$ cat src/mvu_defines.svh
`ifndef MVU_DEFINES_SVH
`define MVU_DEFINES_SVH

// Configuration field widths
`define MVU_BPREC        6      // Precision field
`define MVU_BADDR        15     // Data memory address
`define MVU_BLENGTH      15     // Element count field
`define MVU_BSTRIDE      15     // Bit-plane stride

// Datapath widths
`define MVU_BSUM         16     // Signed VVP sum per element
`define MVU_BACC         32     // Shift accumulator

// Pipeline depths between address issue and product arrival
`define MVU_VVPSTAGES    3      // VVP pipeline stages
`define MVU_MEMRDLATENCY 2      // Data memory read latency

// Control flags must line up with the product at the accumulator
`define MVU_CTRL_LAT     (`MVU_VVPSTAGES + `MVU_MEMRDLATENCY)

`endif
$ cat src/mvu_ctrl_pkg.sv
`include "mvu_defines.svh"

package mvu_ctrl_pkg;

    // Product of one data word with the weight row
    typedef logic signed [`MVU_BSUM-1:0] sum_t;

    // Running shift-accumulate value and job result
    typedef logic signed [`MVU_BACC-1:0] acc_t;

    // Accumulator control word carried alongside each read
    typedef struct packed {
        logic step;         // Product valid this cycle
        logic plane_first;  // First element of a bit-plane
        logic job_first;    // First element of the job
        logic job_last;     // Last element of the job
        logic neg;          // MSB plane of signed data
    } acc_ctrl_t;

endpackage

$ cat src/mvu_cfg_pkg.sv
`include "mvu_defines.svh"

package mvu_cfg_pkg;

    // Input precision stored as number of bit-planes minus 1
    typedef logic [`MVU_BPREC-1:0]   prec_t;

    // Data memory word address
    typedef logic [`MVU_BADDR-1:0]   addr_t;

    // Address distance from one bit-plane to the next
    typedef logic [`MVU_BSTRIDE-1:0] stride_t;

    // Vector length stored as element count minus 1
    typedef logic [`MVU_BLENGTH-1:0] length_t;

endpackage

$ cat src/acc_ctrl_if.sv
interface acc_ctrl_if;

    logic step;         // Product valid
    logic plane_first;  // Start of bit-plane so shift first
    logic job_first;    // Start of job so clear first
    logic job_last;     // Completes the job
    logic neg;          // Subtract the product

    // Source of the flags
    modport producer (output step, plane_first, job_first, job_last, neg);

    // Sink of the flags
    modport consumer (input step, plane_first, job_first, job_last, neg);

endinterface

$ cat src/mvu_lane_top.sv
`include "mvu_defines.svh"

module mvu_lane_top (
    input  logic                 clk,           // Clock
    input  logic                 rst_n,         // Sync reset
    input  logic                 start,         // Start a job
    input  logic                 d_signed,      // Input data signed
    input  mvu_cfg_pkg::prec_t   iprecision,    // Bit-planes minus 1
    input  mvu_cfg_pkg::addr_t   ibaseaddr,     // Data base address
    input  mvu_cfg_pkg::stride_t istride,       // Plane stride
    input  mvu_cfg_pkg::length_t ilength,       // Elements minus 1
    input  logic                 max_en,        // Max pooling enable
    input  logic                 max_clr,       // Max pooling clear
    input  mvu_ctrl_pkg::sum_t   vvp_sum,       // Product from memory and VVP
    output logic                 rd_en,         // Data read strobe
    output mvu_cfg_pkg::addr_t   rd_addr,       // Data read address
    output logic                 busy,          // Issuing addresses
    output mvu_ctrl_pkg::acc_t   result,        // Job result
    output logic                 result_valid,  // Result strobe
    output logic                 done,          // Job finished
    output logic                 irq,           // Interrupt
    output mvu_ctrl_pkg::acc_t   max_result     // Max pooled result
);

    acc_ctrl_if agu_ctrl ();                    // AGU to delay line
    acc_ctrl_if acc_ctrl ();                    // Delay line to accumulator

    bitplane_agu bitplane_agu_inst (
        .clk        (clk),
        .rst_n      (rst_n),
        .start      (start),
        .d_signed   (d_signed),
        .iprecision (iprecision),
        .ibaseaddr  (ibaseaddr),
        .istride    (istride),
        .ilength    (ilength),
        .rd_en      (rd_en),
        .rd_addr    (rd_addr),
        .busy       (busy),
        .ctrl       (agu_ctrl)
    );

    ctrl_delay_line #(
        .DEPTH      (`MVU_CTRL_LAT)             // Memory read plus VVP stages
    ) ctrl_delay_line_inst (
        .clk        (clk),
        .rst_n      (rst_n),
        .din        (agu_ctrl),
        .dout       (acc_ctrl)
    );

    shift_accumulator shift_accumulator_inst (
        .clk          (clk),
        .rst_n        (rst_n),
        .ctrl         (acc_ctrl),
        .vvp_sum      (vvp_sum),
        .start        (start & ~busy),          // Only an accepted start clears done
        .max_en       (max_en),
        .max_clr      (max_clr),
        .result       (result),
        .result_valid (result_valid),
        .done         (done),
        .irq          (irq),
        .max_result   (max_result)
    );

endmodule

$ cat src/shift_accumulator.sv
`include "mvu_defines.svh"

module shift_accumulator (
    input  logic                clk,           // Clock
    input  logic                rst_n,         // Sync reset
    acc_ctrl_if.consumer        ctrl,          // Delayed flags
    input  mvu_ctrl_pkg::sum_t  vvp_sum,       // Product aligned with ctrl
    input  logic                start,         // Accepted job start
    input  logic                max_en,        // Max pooling enable
    input  logic                max_clr,       // Max pooling clear
    output mvu_ctrl_pkg::acc_t  result,        // Final job value
    output logic                result_valid,  // Result strobe
    output logic                done,          // Job finished
    output logic                irq,           // Interrupt pulse
    output mvu_ctrl_pkg::acc_t  max_result     // Running maximum
);
    import mvu_ctrl_pkg::*;

    localparam acc_t ACC_MIN = {1'b1, {(`MVU_BACC-1){1'b0}}};  // Most negative value

    acc_t acc;          // Running sum
    acc_t sum_ext;      // Sign-extended product
    acc_t acc_base;     // Value the product is added to
    acc_t acc_next;     // Value after this step
    logic fin;          // Last element being accumulated

    assign sum_ext = {{(`MVU_BACC-`MVU_BSUM){vvp_sum[`MVU_BSUM-1]}}, vvp_sum};

    // Pick the base for this element
    always_comb begin
        if (ctrl.job_first) begin
            acc_base = '0;                      // Fresh job
        end else if (ctrl.plane_first) begin
            acc_base = acc << 1;                // Weight earlier planes by two
        end else begin
            acc_base = acc;
        end
    end

    assign acc_next = ctrl.neg ? (acc_base - sum_ext) : (acc_base + sum_ext);
    assign fin      = ctrl.step && ctrl.job_last;

    // Accumulator register
    always_ff @(posedge clk) begin
        if (ctrl.step) begin
            acc <= acc_next;
        end
    end

    // Capture final value of the job
    always_ff @(posedge clk) begin
        if (fin) begin
            result <= acc_next;
        end
    end

    // Completion flags
    always_ff @(posedge clk) begin
        if (!rst_n) begin
            result_valid <= 1'b0;
            done         <= 1'b0;
        end else begin
            result_valid <= fin;                // One-cycle pulse
            if (fin) begin
                done <= 1'b1;                   // Completion wins over a new start
            end else if (start) begin
                done <= 1'b0;                   // Held until next job starts
            end
        end
    end

    assign irq = result_valid;                  // Interrupt shares the completion pulse

    // Max pooling over results since the last clear
    always_ff @(posedge clk) begin
        if (!rst_n || max_clr) begin
            max_result <= ACC_MIN;
        end else if (max_en && result_valid && (result > max_result)) begin
            max_result <= result;               // Signed compare
        end
    end

endmodule

$ cat src/ctrl_delay_line.sv
`include "mvu_defines.svh"

module ctrl_delay_line #(
    parameter int DEPTH = `MVU_CTRL_LAT       // Cycles from address to product
) (
    input  logic         clk,                 // Clock
    input  logic         rst_n,               // Sync reset
    acc_ctrl_if.consumer din,                 // Flags at address issue
    acc_ctrl_if.producer dout                 // Flags at product arrival
);
    import mvu_ctrl_pkg::*;

    acc_ctrl_t in_word;                       // Packed input flags
    acc_ctrl_t pipe [DEPTH];                  // One word per stage

    assign in_word = '{step:        din.step,
                       plane_first: din.plane_first,
                       job_first:   din.job_first,
                       job_last:    din.job_last,
                       neg:         din.neg};

    // Free-running shift so items of back-to-back jobs coexist
    always_ff @(posedge clk) begin
        if (!rst_n) begin
            for (int i = 0; i < DEPTH; i++) begin
                pipe[i] <= '0;                // No step in flight after reset
            end
        end else begin
            pipe[0] <= in_word;
            for (int i = 1; i < DEPTH; i++) begin
                pipe[i] <= pipe[i-1];
            end
        end
    end

    assign dout.step        = pipe[DEPTH-1].step;
    assign dout.plane_first = pipe[DEPTH-1].plane_first;
    assign dout.job_first   = pipe[DEPTH-1].job_first;
    assign dout.job_last    = pipe[DEPTH-1].job_last;
    assign dout.neg         = pipe[DEPTH-1].neg;

endmodule

$ cat src/bitplane_agu.sv
module bitplane_agu (
    input  logic                 clk,         // Clock
    input  logic                 rst_n,       // Sync reset
    input  logic                 start,       // Job start strobe
    input  logic                 d_signed,    // Input data is signed
    input  mvu_cfg_pkg::prec_t   iprecision,  // Bit-planes minus 1
    input  mvu_cfg_pkg::addr_t   ibaseaddr,   // Address of first element of MSB plane
    input  mvu_cfg_pkg::stride_t istride,     // Plane to plane distance
    input  mvu_cfg_pkg::length_t ilength,     // Elements minus 1
    output logic                 rd_en,       // Read strobe
    output mvu_cfg_pkg::addr_t   rd_addr,     // Read address
    output logic                 busy,        // Job in progress
    acc_ctrl_if.producer         ctrl         // Flags for the accumulator
);
    import mvu_cfg_pkg::*;

    logic    run;         // Issuing addresses
    prec_t   plane_cnt;   // Current bit-plane, 0 is MSB
    length_t elem_cnt;    // Current element in plane
    prec_t   prec_q;      // Latched precision
    length_t len_q;       // Latched length
    stride_t stride_q;    // Latched stride
    logic    signed_q;    // Latched signedness
    addr_t   plane_base;  // Address of element 0 in current plane
    addr_t   next_base;   // Base of the following plane
    logic    plane_end;   // Last element of a plane
    logic    job_end;     // Last element of the last plane

    assign plane_end = (elem_cnt == len_q);
    assign job_end   = plane_end && (plane_cnt == prec_q);
    assign next_base = plane_base + addr_t'(stride_q);  // Same width so no truncation

    // Counters and run flag
    always_ff @(posedge clk) begin
        if (!rst_n) begin
            run       <= 1'b0;
            plane_cnt <= '0;
            elem_cnt  <= '0;
        end else if (!run) begin
            if (start) begin                   // Start only honoured when idle
                run       <= 1'b1;
                plane_cnt <= '0;
                elem_cnt  <= '0;
            end
        end else if (plane_end) begin
            elem_cnt  <= '0;                   // Wrap to next plane
            plane_cnt <= plane_cnt + 1'b1;
            if (job_end) begin
                run <= 1'b0;                   // Busy drops with the last read
            end
        end else begin
            elem_cnt <= elem_cnt + 1'b1;
        end
    end

    // Job configuration and address registers
    always_ff @(posedge clk) begin
        if (!run && start) begin
            prec_q     <= iprecision;
            len_q      <= ilength;
            stride_q   <= istride;
            signed_q   <= d_signed;
            plane_base <= ibaseaddr;
            rd_addr    <= ibaseaddr;           // First address out one cycle after start
        end else if (run) begin
            if (plane_end) begin
                plane_base <= next_base;       // Jump by one stride per plane
                rd_addr    <= next_base;
            end else begin
                rd_addr <= rd_addr + 1'b1;     // Consecutive elements
            end
        end
    end

    assign rd_en = run;
    assign busy  = run;

    // Flags follow the address of the same cycle
    assign ctrl.step        = run;
    assign ctrl.plane_first = run && (elem_cnt == '0);
    assign ctrl.job_first   = run && (plane_cnt == '0) && (elem_cnt == '0);
    assign ctrl.job_last    = run && job_end;
    assign ctrl.neg         = run && signed_q && (plane_cnt == '0);  // MSB plane carries -2^P

endmodule

$ cat config.mk
export PLATFORM = sky130hd
export DESIGN_NAME = mvu_lane_top
export DESIGN_NICKNAME = d
export VERILOG_FILES = /design/src/mvu_ctrl_pkg.sv /design/src/mvu_cfg_pkg.sv /design/src/acc_ctrl_if.sv /design/src/mvu_lane_top.sv /design/src/shift_accumulator.sv /design/src/ctrl_delay_line.sv /design/src/bitplane_agu.sv
export VERILOG_INCLUDE_DIRS = /design/src
export SDC_FILE = /design/constraint.sdc
export NUM_CORES = 1
export LEC_CHECK = 0
export BUFFER_PORTS_ARGS = -buffer_cell sky130_fd_sc_hd__buf_2
export CORE_MARGIN = 2
export CORE_UTILIZATION = 45
export DETAILED_ROUTE_END_ITERATION = 10
export HOLD_SLACK_MARGIN = 0.03
export PLACE_DENSITY_LB_ADDON = 0.12
export SYNTH_ARGS = -nofsm -noshare
export SYNTH_HDL_FRONTEND = slang
export SYNTH_HIERARCHICAL = 1
export SYNTH_SLANG_ARGS = --single-unit
$ cat constraint.sdc
create_clock -name clk -period 12.8 [get_ports clk]
set_clock_uncertainty 0.2 [all_clocks]
set_input_delay 0.64 -clock clk [delete_from_list [all_inputs] [get_ports clk]]
set_output_delay 0.64 -clock clk [all_outputs]
set_load 0.01 [all_outputs]
==> results.toml, run 1 <==
[sta]
max_freq_mhz = 220.1
min_period_over_period = 0.3550
rsz0062_at_grt = "no"
period_minus_slack_ns = 4.544
finalWorstSetupSlack_ns = 8.256
hold_violations = 0
setup-tns-final_ns = 0
worst_pin_slew_ns = 1.194
setup_viol = 0
relSlewSlack = 0.2038
whs_ns = 0.09052
drv_slew = 0

[route]
wl_per_cell_um = 16.82
routed_via_density = 5.513
drt_first_pass_iters = 5
wirelength_mm = 29.46
drtAntennaViolNets = 0
drc = 0
num_vias = 9653
drt_first_iter_violations = 687

[clock_tree]
h-tree-depth = 1
cts_buffer_depth = 3
cts_tree = "yes"
ctsHoldBuffers = 0
clock_latency_ns = 0.52
cts.repair.resized = 0
path_clk_slew_ns = 0.06
postCtsSetupRepairBufs = 0
cts_inserted_buffers = 24
cts-root-buf = "clkbuf_16"
cts_sinks = 212

[synthesis]
ys.flop_type = "edfxtp_1"
synthDistinctLibCells = 78
synth_area_um2 = 12330
synth_seq_cells = 212
yosys.area.top_type = "edfxtp_1"
seq_area_frac_synth = 0.4507
postSynth.asyncResetShare = 0
yosys.cell_count.top_type = "edfxtp_1"
synth_edf_count = 131
yosys-top-cells-area = "edfxtp_1, dfxtp_1, ha_1, xnor2_1, a21oi_1"
yosys-top-cells-count = "edfxtp_1, nor2_1, ha_1"
synthCells = 1256
avgSynthCellArea_um2 = 9.813
synth_fp_nets = 1415
ys.warnings.count = 6
synth_top_cell_area_share = 0.3192

[placed_design]
place_hpwl_mm = 21.39
place_inst = 1706
gp_congestion = 0.8480
place_ws_ns = 7.739
port_buffers = 156
placed_area_um2 = 13350

[critical_path]
crit_slowest_cell = "or4b_1"
start_kind = "input port"
worstSetupPathType = "in2reg"
required_ns = 12.88
cpPeakStageDelay_ns = 0.46
arrival_ns = 4.62
crit_path_max_fanout = 7
worst-path-buf-inv = 1
crit_path_end_kind = "register"
cp_top_family = "simple AND/OR/NAND/NOR gates"
path_cells = "buf_2 > nor3_1 > nand2_1 > or3_1 > nor4_1 > nand2_1 > ha_1 > mux2_2 > ha_1 > nor2b_1 > o21a_1 > or3_1 > o31ai_4 > or4b_1 > o311ai_1"

[die]
io_pins = 157
core-area_um2 = 26950
die_x_um = 169.5
fp.dieH_um = 169.5
start_util = 0.4573
num_rows = 60
die_area_um2 = 28730

[cells_and_area]
final_cells = 1751
final_core_util = 0.5254
drive_above_1_share = 0.1789
nFillCells = 2505
design_area_um2 = 14160
seqCellArea_um2 = 5557
area_growth_pct = 14.89
multi_input_comb_area_um2 = 6222
nets = 1550

[power]
ir_drop_mv = 0.1460
power_mw = 1.725
p_per_area_nw_per_um2 = 121.8
leakagePower_nw = 5.547

[global_routing]
grt_max_degree = 70
antenna_found_initial = 0
grt_util_met1 = 0.2809
gr-max-usage-layer = "met2"
met3_usage = 0.02752
grt_overflow_total = 0
grt_pass1_vias = 9270
grt_pass1_wl_mm = 48.29
use_met2 = 0.3533
track_usage = 0.2069

[min_path]
hold_class = "in2reg"

[run]
cap_violations = 0

[status]
status = "finished, final reports clean"
==> report_power, final <==
group | total (mW) | switching, mW | leakage, nW | internal, mW
clock | 0.693 | 0.284 | 0.396 | 0.409
combinational | 0.248 | 0.147 | 3.27 | 0.102
sequential | 0.783 | 0.0174 | 1.88 | 0.766
total | 1.72 | 0.449 | 5.55 | 1.28
==> registers in the layout, indices dropped and copies added, names as in the netlist <==
signal,count
bitplane_agu_inst/plane_base,15
bitplane_agu_inst/busy,1
shift_accumulator_inst/result,32
bitplane_agu_inst/stride_q,15
bitplane_agu_inst/plane_cnt,6
shift_accumulator_inst/done,1
shift_accumulator_inst/irq,1
bitplane_agu_inst/elem_cnt,15
bitplane_agu_inst/rd_addr,15
bitplane_agu_inst/len_q,15
shift_accumulator_inst/max_result,32
ctrl_delay_line_inst/pipe,25
bitplane_agu_inst/signed_q,1
bitplane_agu_inst/prec_q,6
shift_accumulator_inst/acc,32
==> layout by cell type (no fill, tap or decap), types with 14 or more instances in the layout <==
| cell type | instances |
|---|---|
| a21o_1 | 25 |
| and2_2 | 19 |
| clkbuf_16 | 26 |
| nor3_1 | 27 |
| edfxtp_1 | 131 |
| a21oi_1 | 79 |
| o21ai_0 | 54 |
| nand3_1 | 70 |
| buf_4 | 14 |
| inv_1 | 69 |
| nand2_1 | 83 |
| a21boi_1 | 32 |
| mux2i_1 | 36 |
| xor2_1 | 36 |
| ha_1 | 84 |
| nand4_1 | 18 |
| a31oi_1 | 15 |
| dfxtp_1 | 80 |
| xnor2_1 | 49 |
| nor2_1 | 90 |
| o21ai_1 | 32 |
| buf_2 | 156 |
==> cells by family (layout without fill, tap and decap cells) <==
family,Yosys count,in the layout,synth area share
buffers and inverters,131,284,0.04537
adders and majority gates,86,86,0.08852
DFF,212,212,0.4507
other,0,1,0
xor gates and xnor gates,85,85,0.06040
and+or+nand+nor,394,394,0.1623
muxes,39,39,0.03198
AOI/OAI and AO/OA,309,309,0.1607
==> per-layer routing <==
metal / up-vias / wire, um
met5: - / 0
met4: 0 / 534
met3: 38 / 1447
met2: 266 / 13860
met1: 4521 / 13620
li1: 4828 / -
==> final cells by class <==
| type | count | area share |
|---|---|---|
| clock buffer | 32 | 0.04992 |
| inverter | 70 | 0.01855 |
| tap | 341 | 0.03013 |
| timing repair buffer | 170 | 0.06256 |
| multi-input combinational | 913 | 0.4394 |
| sequential | 212 | 0.3924 |
| antenna | 1 | 0.0001767 |
| clock inverter | 12 | 0.006892 |
==> worst reg2reg max path, stage by stage, from the launching register on <==
cell      delay [ns]
dfxtp_2         0.98
mux2i_1         0.30
nor2_1          0.06
ha_1            0.36
o211ai_1        0.17
a21oi_1         0.09
o31ai_1         0.59
a21bo_2         0.26
a21oi_1         0.12
o31ai_2         0.42
nor4_1          0.09
a211o_1         0.26
==> path summary, 6_finish.rpt <==
kind | from | endpoint | slack (ns) | cells after the start
worst max-delay path | vvp_sum[8] | shift_accumulator_inst/result[20] | 8.26 | 15
worst min-delay path | ilength[2] | bitplane_agu_inst/len_q[2] | 0.09 | 1
worst max register to register | ctrl_delay_line_inst/pipe[4][3] | shift_accumulator_inst/acc[21] | 8.62 | 11
worst min register to register | ctrl_delay_line_inst/pipe[1][3] | ctrl_delay_line_inst/pipe[2][3] | 0.23 | 1
Power figures use the tool's default switching activity.
==> run 2: changes to the inputs <==
- ABC_AREA: unset -> 1
- clock period: 12.8 -> 4.2 ns (I/O delays scaled with it)
==> run 2 against run 1 <==
Worst setup slack got worse by 7.9 ns. Power increased to 3.2 times the previous value. Combinational power increased to 3.5 times the previous value. Register-to-register slack got worse by 7.9 ns. Final area increased by 11%. Clock power increased to 3.2 times the previous value. Synthesized cell count increased by 38%. Via count increased by 22%. Final cell count increased by 34%. Utilization increased by 2.0 points. Critical path type unchanged. Critical endpoint is now shift_accumulator_inst/result[22].
==> results.toml, run 2 <==
[status]
status = "finished, final reports clean"

[route]
wl_met3_mm = 1.647
met2_length_mm = 16.58
topRoutingLayerUsed = "met4"
wirelength_mm = 34.38
drt_first_pass_iters = 6
drt_first_iter_violations = 566
met1Wirelength_mm = 15.33
num_vias = 11760
drtAntennaViolNets = 0
routed_via_density = 5.012
wl_per_cell_um = 14.65
drc = 0

[clock_tree]
clock_latency_ns = 0.52
cts_sinks = 212
h-tree-depth = 1
cts_buffer_depth = 3
cts_tree = "yes"
cts_inserted_buffers = 25
path_clk_slew_ns = 0.06
cts-root-buf = "clkbuf_16"

[power]
pwr-share-comb = 0.160
pwr-share-seq = 0.438
p_int_mw = 4.006
ir_drop_mv = 0.2511
leakagePower_nw = 7.389
p_sw_mw = 1.436
p_clk_frac = 0.402
swShare = 0.2638
p_per_area_nw_per_um2 = 347.4

[critical_path]
worst-path-buf-inv = 5
required_ns = 4.24
arrival_ns = 3.84
crit_top_cell = "nand2_1"
crit_path_max_fanout = 4
crit_slowest_cell = "dlygate4sd3_1"
start_kind = "input port"
cp_top_family = "simple AND/OR/NAND/NOR gates"
crit_path_end_kind = "register"
path_cells = "dlygate4sd3_1 > buf_2 > inv_1 > nand3_1 > nor3_1 > nand2_1 > nor3_1 > nand4_1 > ha_1 > nand2_1 > nand2_1 > ha_1 > a21oi_1 > o21ai_0 > inv_1 > o21ai_0 > inv_1 > nand3_1 > nand2_1"
worstSetupPathType = "in2reg"
cpPeakStageDelay_ns = 0.56

[global_routing]
grt_pass1_wl_mm = 55.99
grt_pass1_vias = 11300
grt_max_degree = 41
antenna_found_initial = 0
track_usage = 0.2245
grt_overflow_total = 0

[sta]
hold_violations = 0
relSlewSlack = 0.2721
rsz0062_at_grt = "no"
max_freq_mhz = 263.3
min_period_over_period = 0.9044
setup-tns-final_ns = 0
worst_pin_slew_ns = 1.089
setup_viol = 0
whs_ns = 0.2006
drv_slew = 0
period_minus_slack_ns = 3.798

[synthesis]
synth_seq_cells = 212
yosys-top-cells-area = "edfxtp_1, nand2_1, dfxtp_1, ha_1, inv_1"
postSynth.asyncResetShare = 0
synthDistinctLibCells = 40
seq_area_frac_synth = 0.4227
synth_top_cell_area_share = 0.2993
yosys.cell_count.top_type = "nand2_1"
synth_edf_count = 131
yosys-top-cells-count = "nand2_1, inv_1, nor2_1"
avgSynthCellArea_um2 = 7.561
ys.warnings.count = 6
synth_area_um2 = 13140
ys.flop_type = "edfxtp_1"
synthCells = 1738
yosys.area.top_type = "edfxtp_1"
synth_fp_nets = 1897

[cells_and_area]
reg_top3 = "shift_accumulator_inst/acc x32, shift_accumulator_inst/max_result x32, shift_accumulator_inst/result x32"
nets = 2104
nFillCells = 2759
layout_common_cells = "nand2_1, inv_1, nor2_1"
antenna_cells = 0
final_common_cell = "nand2_1"
area_growth_pct = 19.20
drive_above_1_share = 0.1182

[placed_design]
place_hpwl_mm = 25.51
gp_congestion = 0.9461
port_buffers = 156

[die]
core-area_um2 = 28700
die_area_um2 = 30590
num_rows = 62
die_x_um = 174.9
io_pins = 157
fp.dieH_um = 174.9
start_util = 0.4578

[run]
cap_violations = 0

[min_path]
hold_class = "in2reg"
==> run 2: cell types whose count changed after synthesis, moves of 32 or more <==
| cell | change |
|---|---|
| nand2_1 | +370 |
| a21boi_1 | -32 |
| mux2i_1 | -36 |
| inv_1 | +199 |
| nand4_1 | +33 |
| nor2_1 | +133 |
==> run 2: final timing paths <==
check	startpoint	endpoint	slack, ns	cells after the start
min reg2reg	ctrl_delay_line_inst/pipe[3][3]	ctrl_delay_line_inst/pipe[4][3]	0.21	2
max reg2reg	ctrl_delay_line_inst/pipe[4][3]	shift_accumulator_inst/result[20]	0.69	9
min	max_en	shift_accumulator_inst/max_result[31]	0.20	6
max	vvp_sum[0]	shift_accumulator_inst/result[22]	0.40	19
==> run 2: power groups by stage <==
stage	Combinational, mW	Clock [mW]	Sequential (mW)
after floorplan	0.572	0	2.42
after global placement	0.813	0	2.43
after detailed placement	0.823	0	2.43
after CTS	0.866	2.25	2.38
after global routing	0.985	2.34	2.39
final	0.869	2.19	2.39
==> run 2: kinds of logic (layout without fill, tap and decap cells) <==
family / count (synthesis) / after routing / share of synthesized area
DFF: 212 / 212 / 0.4227
and+or+nand+nor: 847 / 847 / 0.2675
xor gates and xnor gates: 61 / 61 / 0.04065
AOI/OAI and AO/OA: 208 / 208 / 0.08645
buffers and inverters: 324 / 549 / 0.09959
adders and majority gates: 86 / 86 / 0.08302
==> run 2: routing by layer <==
| layer | track usage | up-vias |
|---|---|---|
| li1 | - | 6000 |
| met1 | 0.2916 | 5411 |
| met2 | 0.3967 | 302 |
| met3 | 0.02567 | 51 |
| met4 | 0.05938 | 0 |
| met5 | 0 | - |
==> run 2: final cells by class <==
class	instances	area [um2]	area share
Inverter	275	1032	0.06589
Clock inverter	10	118.9	0.007588
Tap cell	384	480.5	0.03067
Clock buffer	35	705.7	0.04505
Timing Repair Buffer	229	1481	0.09457
Sequential cell	212	5555	0.3546
Multi-Input combinational cell	1202	6291	0.4016
==> run 2: tightest hold or removal path: stages <==
cell and delay [ns]:
buf_2 0.09, nand2_1 0.07, a31oi_2 0.04, buf_4 0.24, nand4_1 0.13, nand3_1 0.07
==> run 2: repair_timing <==
item | in CTS | in global routing
hold buffers | 56 | 0
endpoints found under the setup margin | 0 | 1
endpoints found under the hold margin | 113 | 0
gates resized for setup | 0 | 1
setup buffers | 0 | 0
==> run 2: through the flow <==
stage | cells | setup slack, ns | utilization | cell area, um2 | power, mW
3_3_place_gp | 2246 | 0.5336 | 0.4974 | 14280 | 3.239
3_5_place_dp | 2246 | 0.4696 | 0.4974 | 14280 | 3.251
2_1_floorplan | 1738 | 1.031 | - | 13140 | 2.994
5_1_grt | 2347 | 0.07096 | 0.5458 | 15670 | 5.716
4_1_cts | 2347 | 0.4143 | 0.5457 | 15660 | 5.500
6_report | 2347 | 0.4015 | 0.5458 | 15670 | 5.441
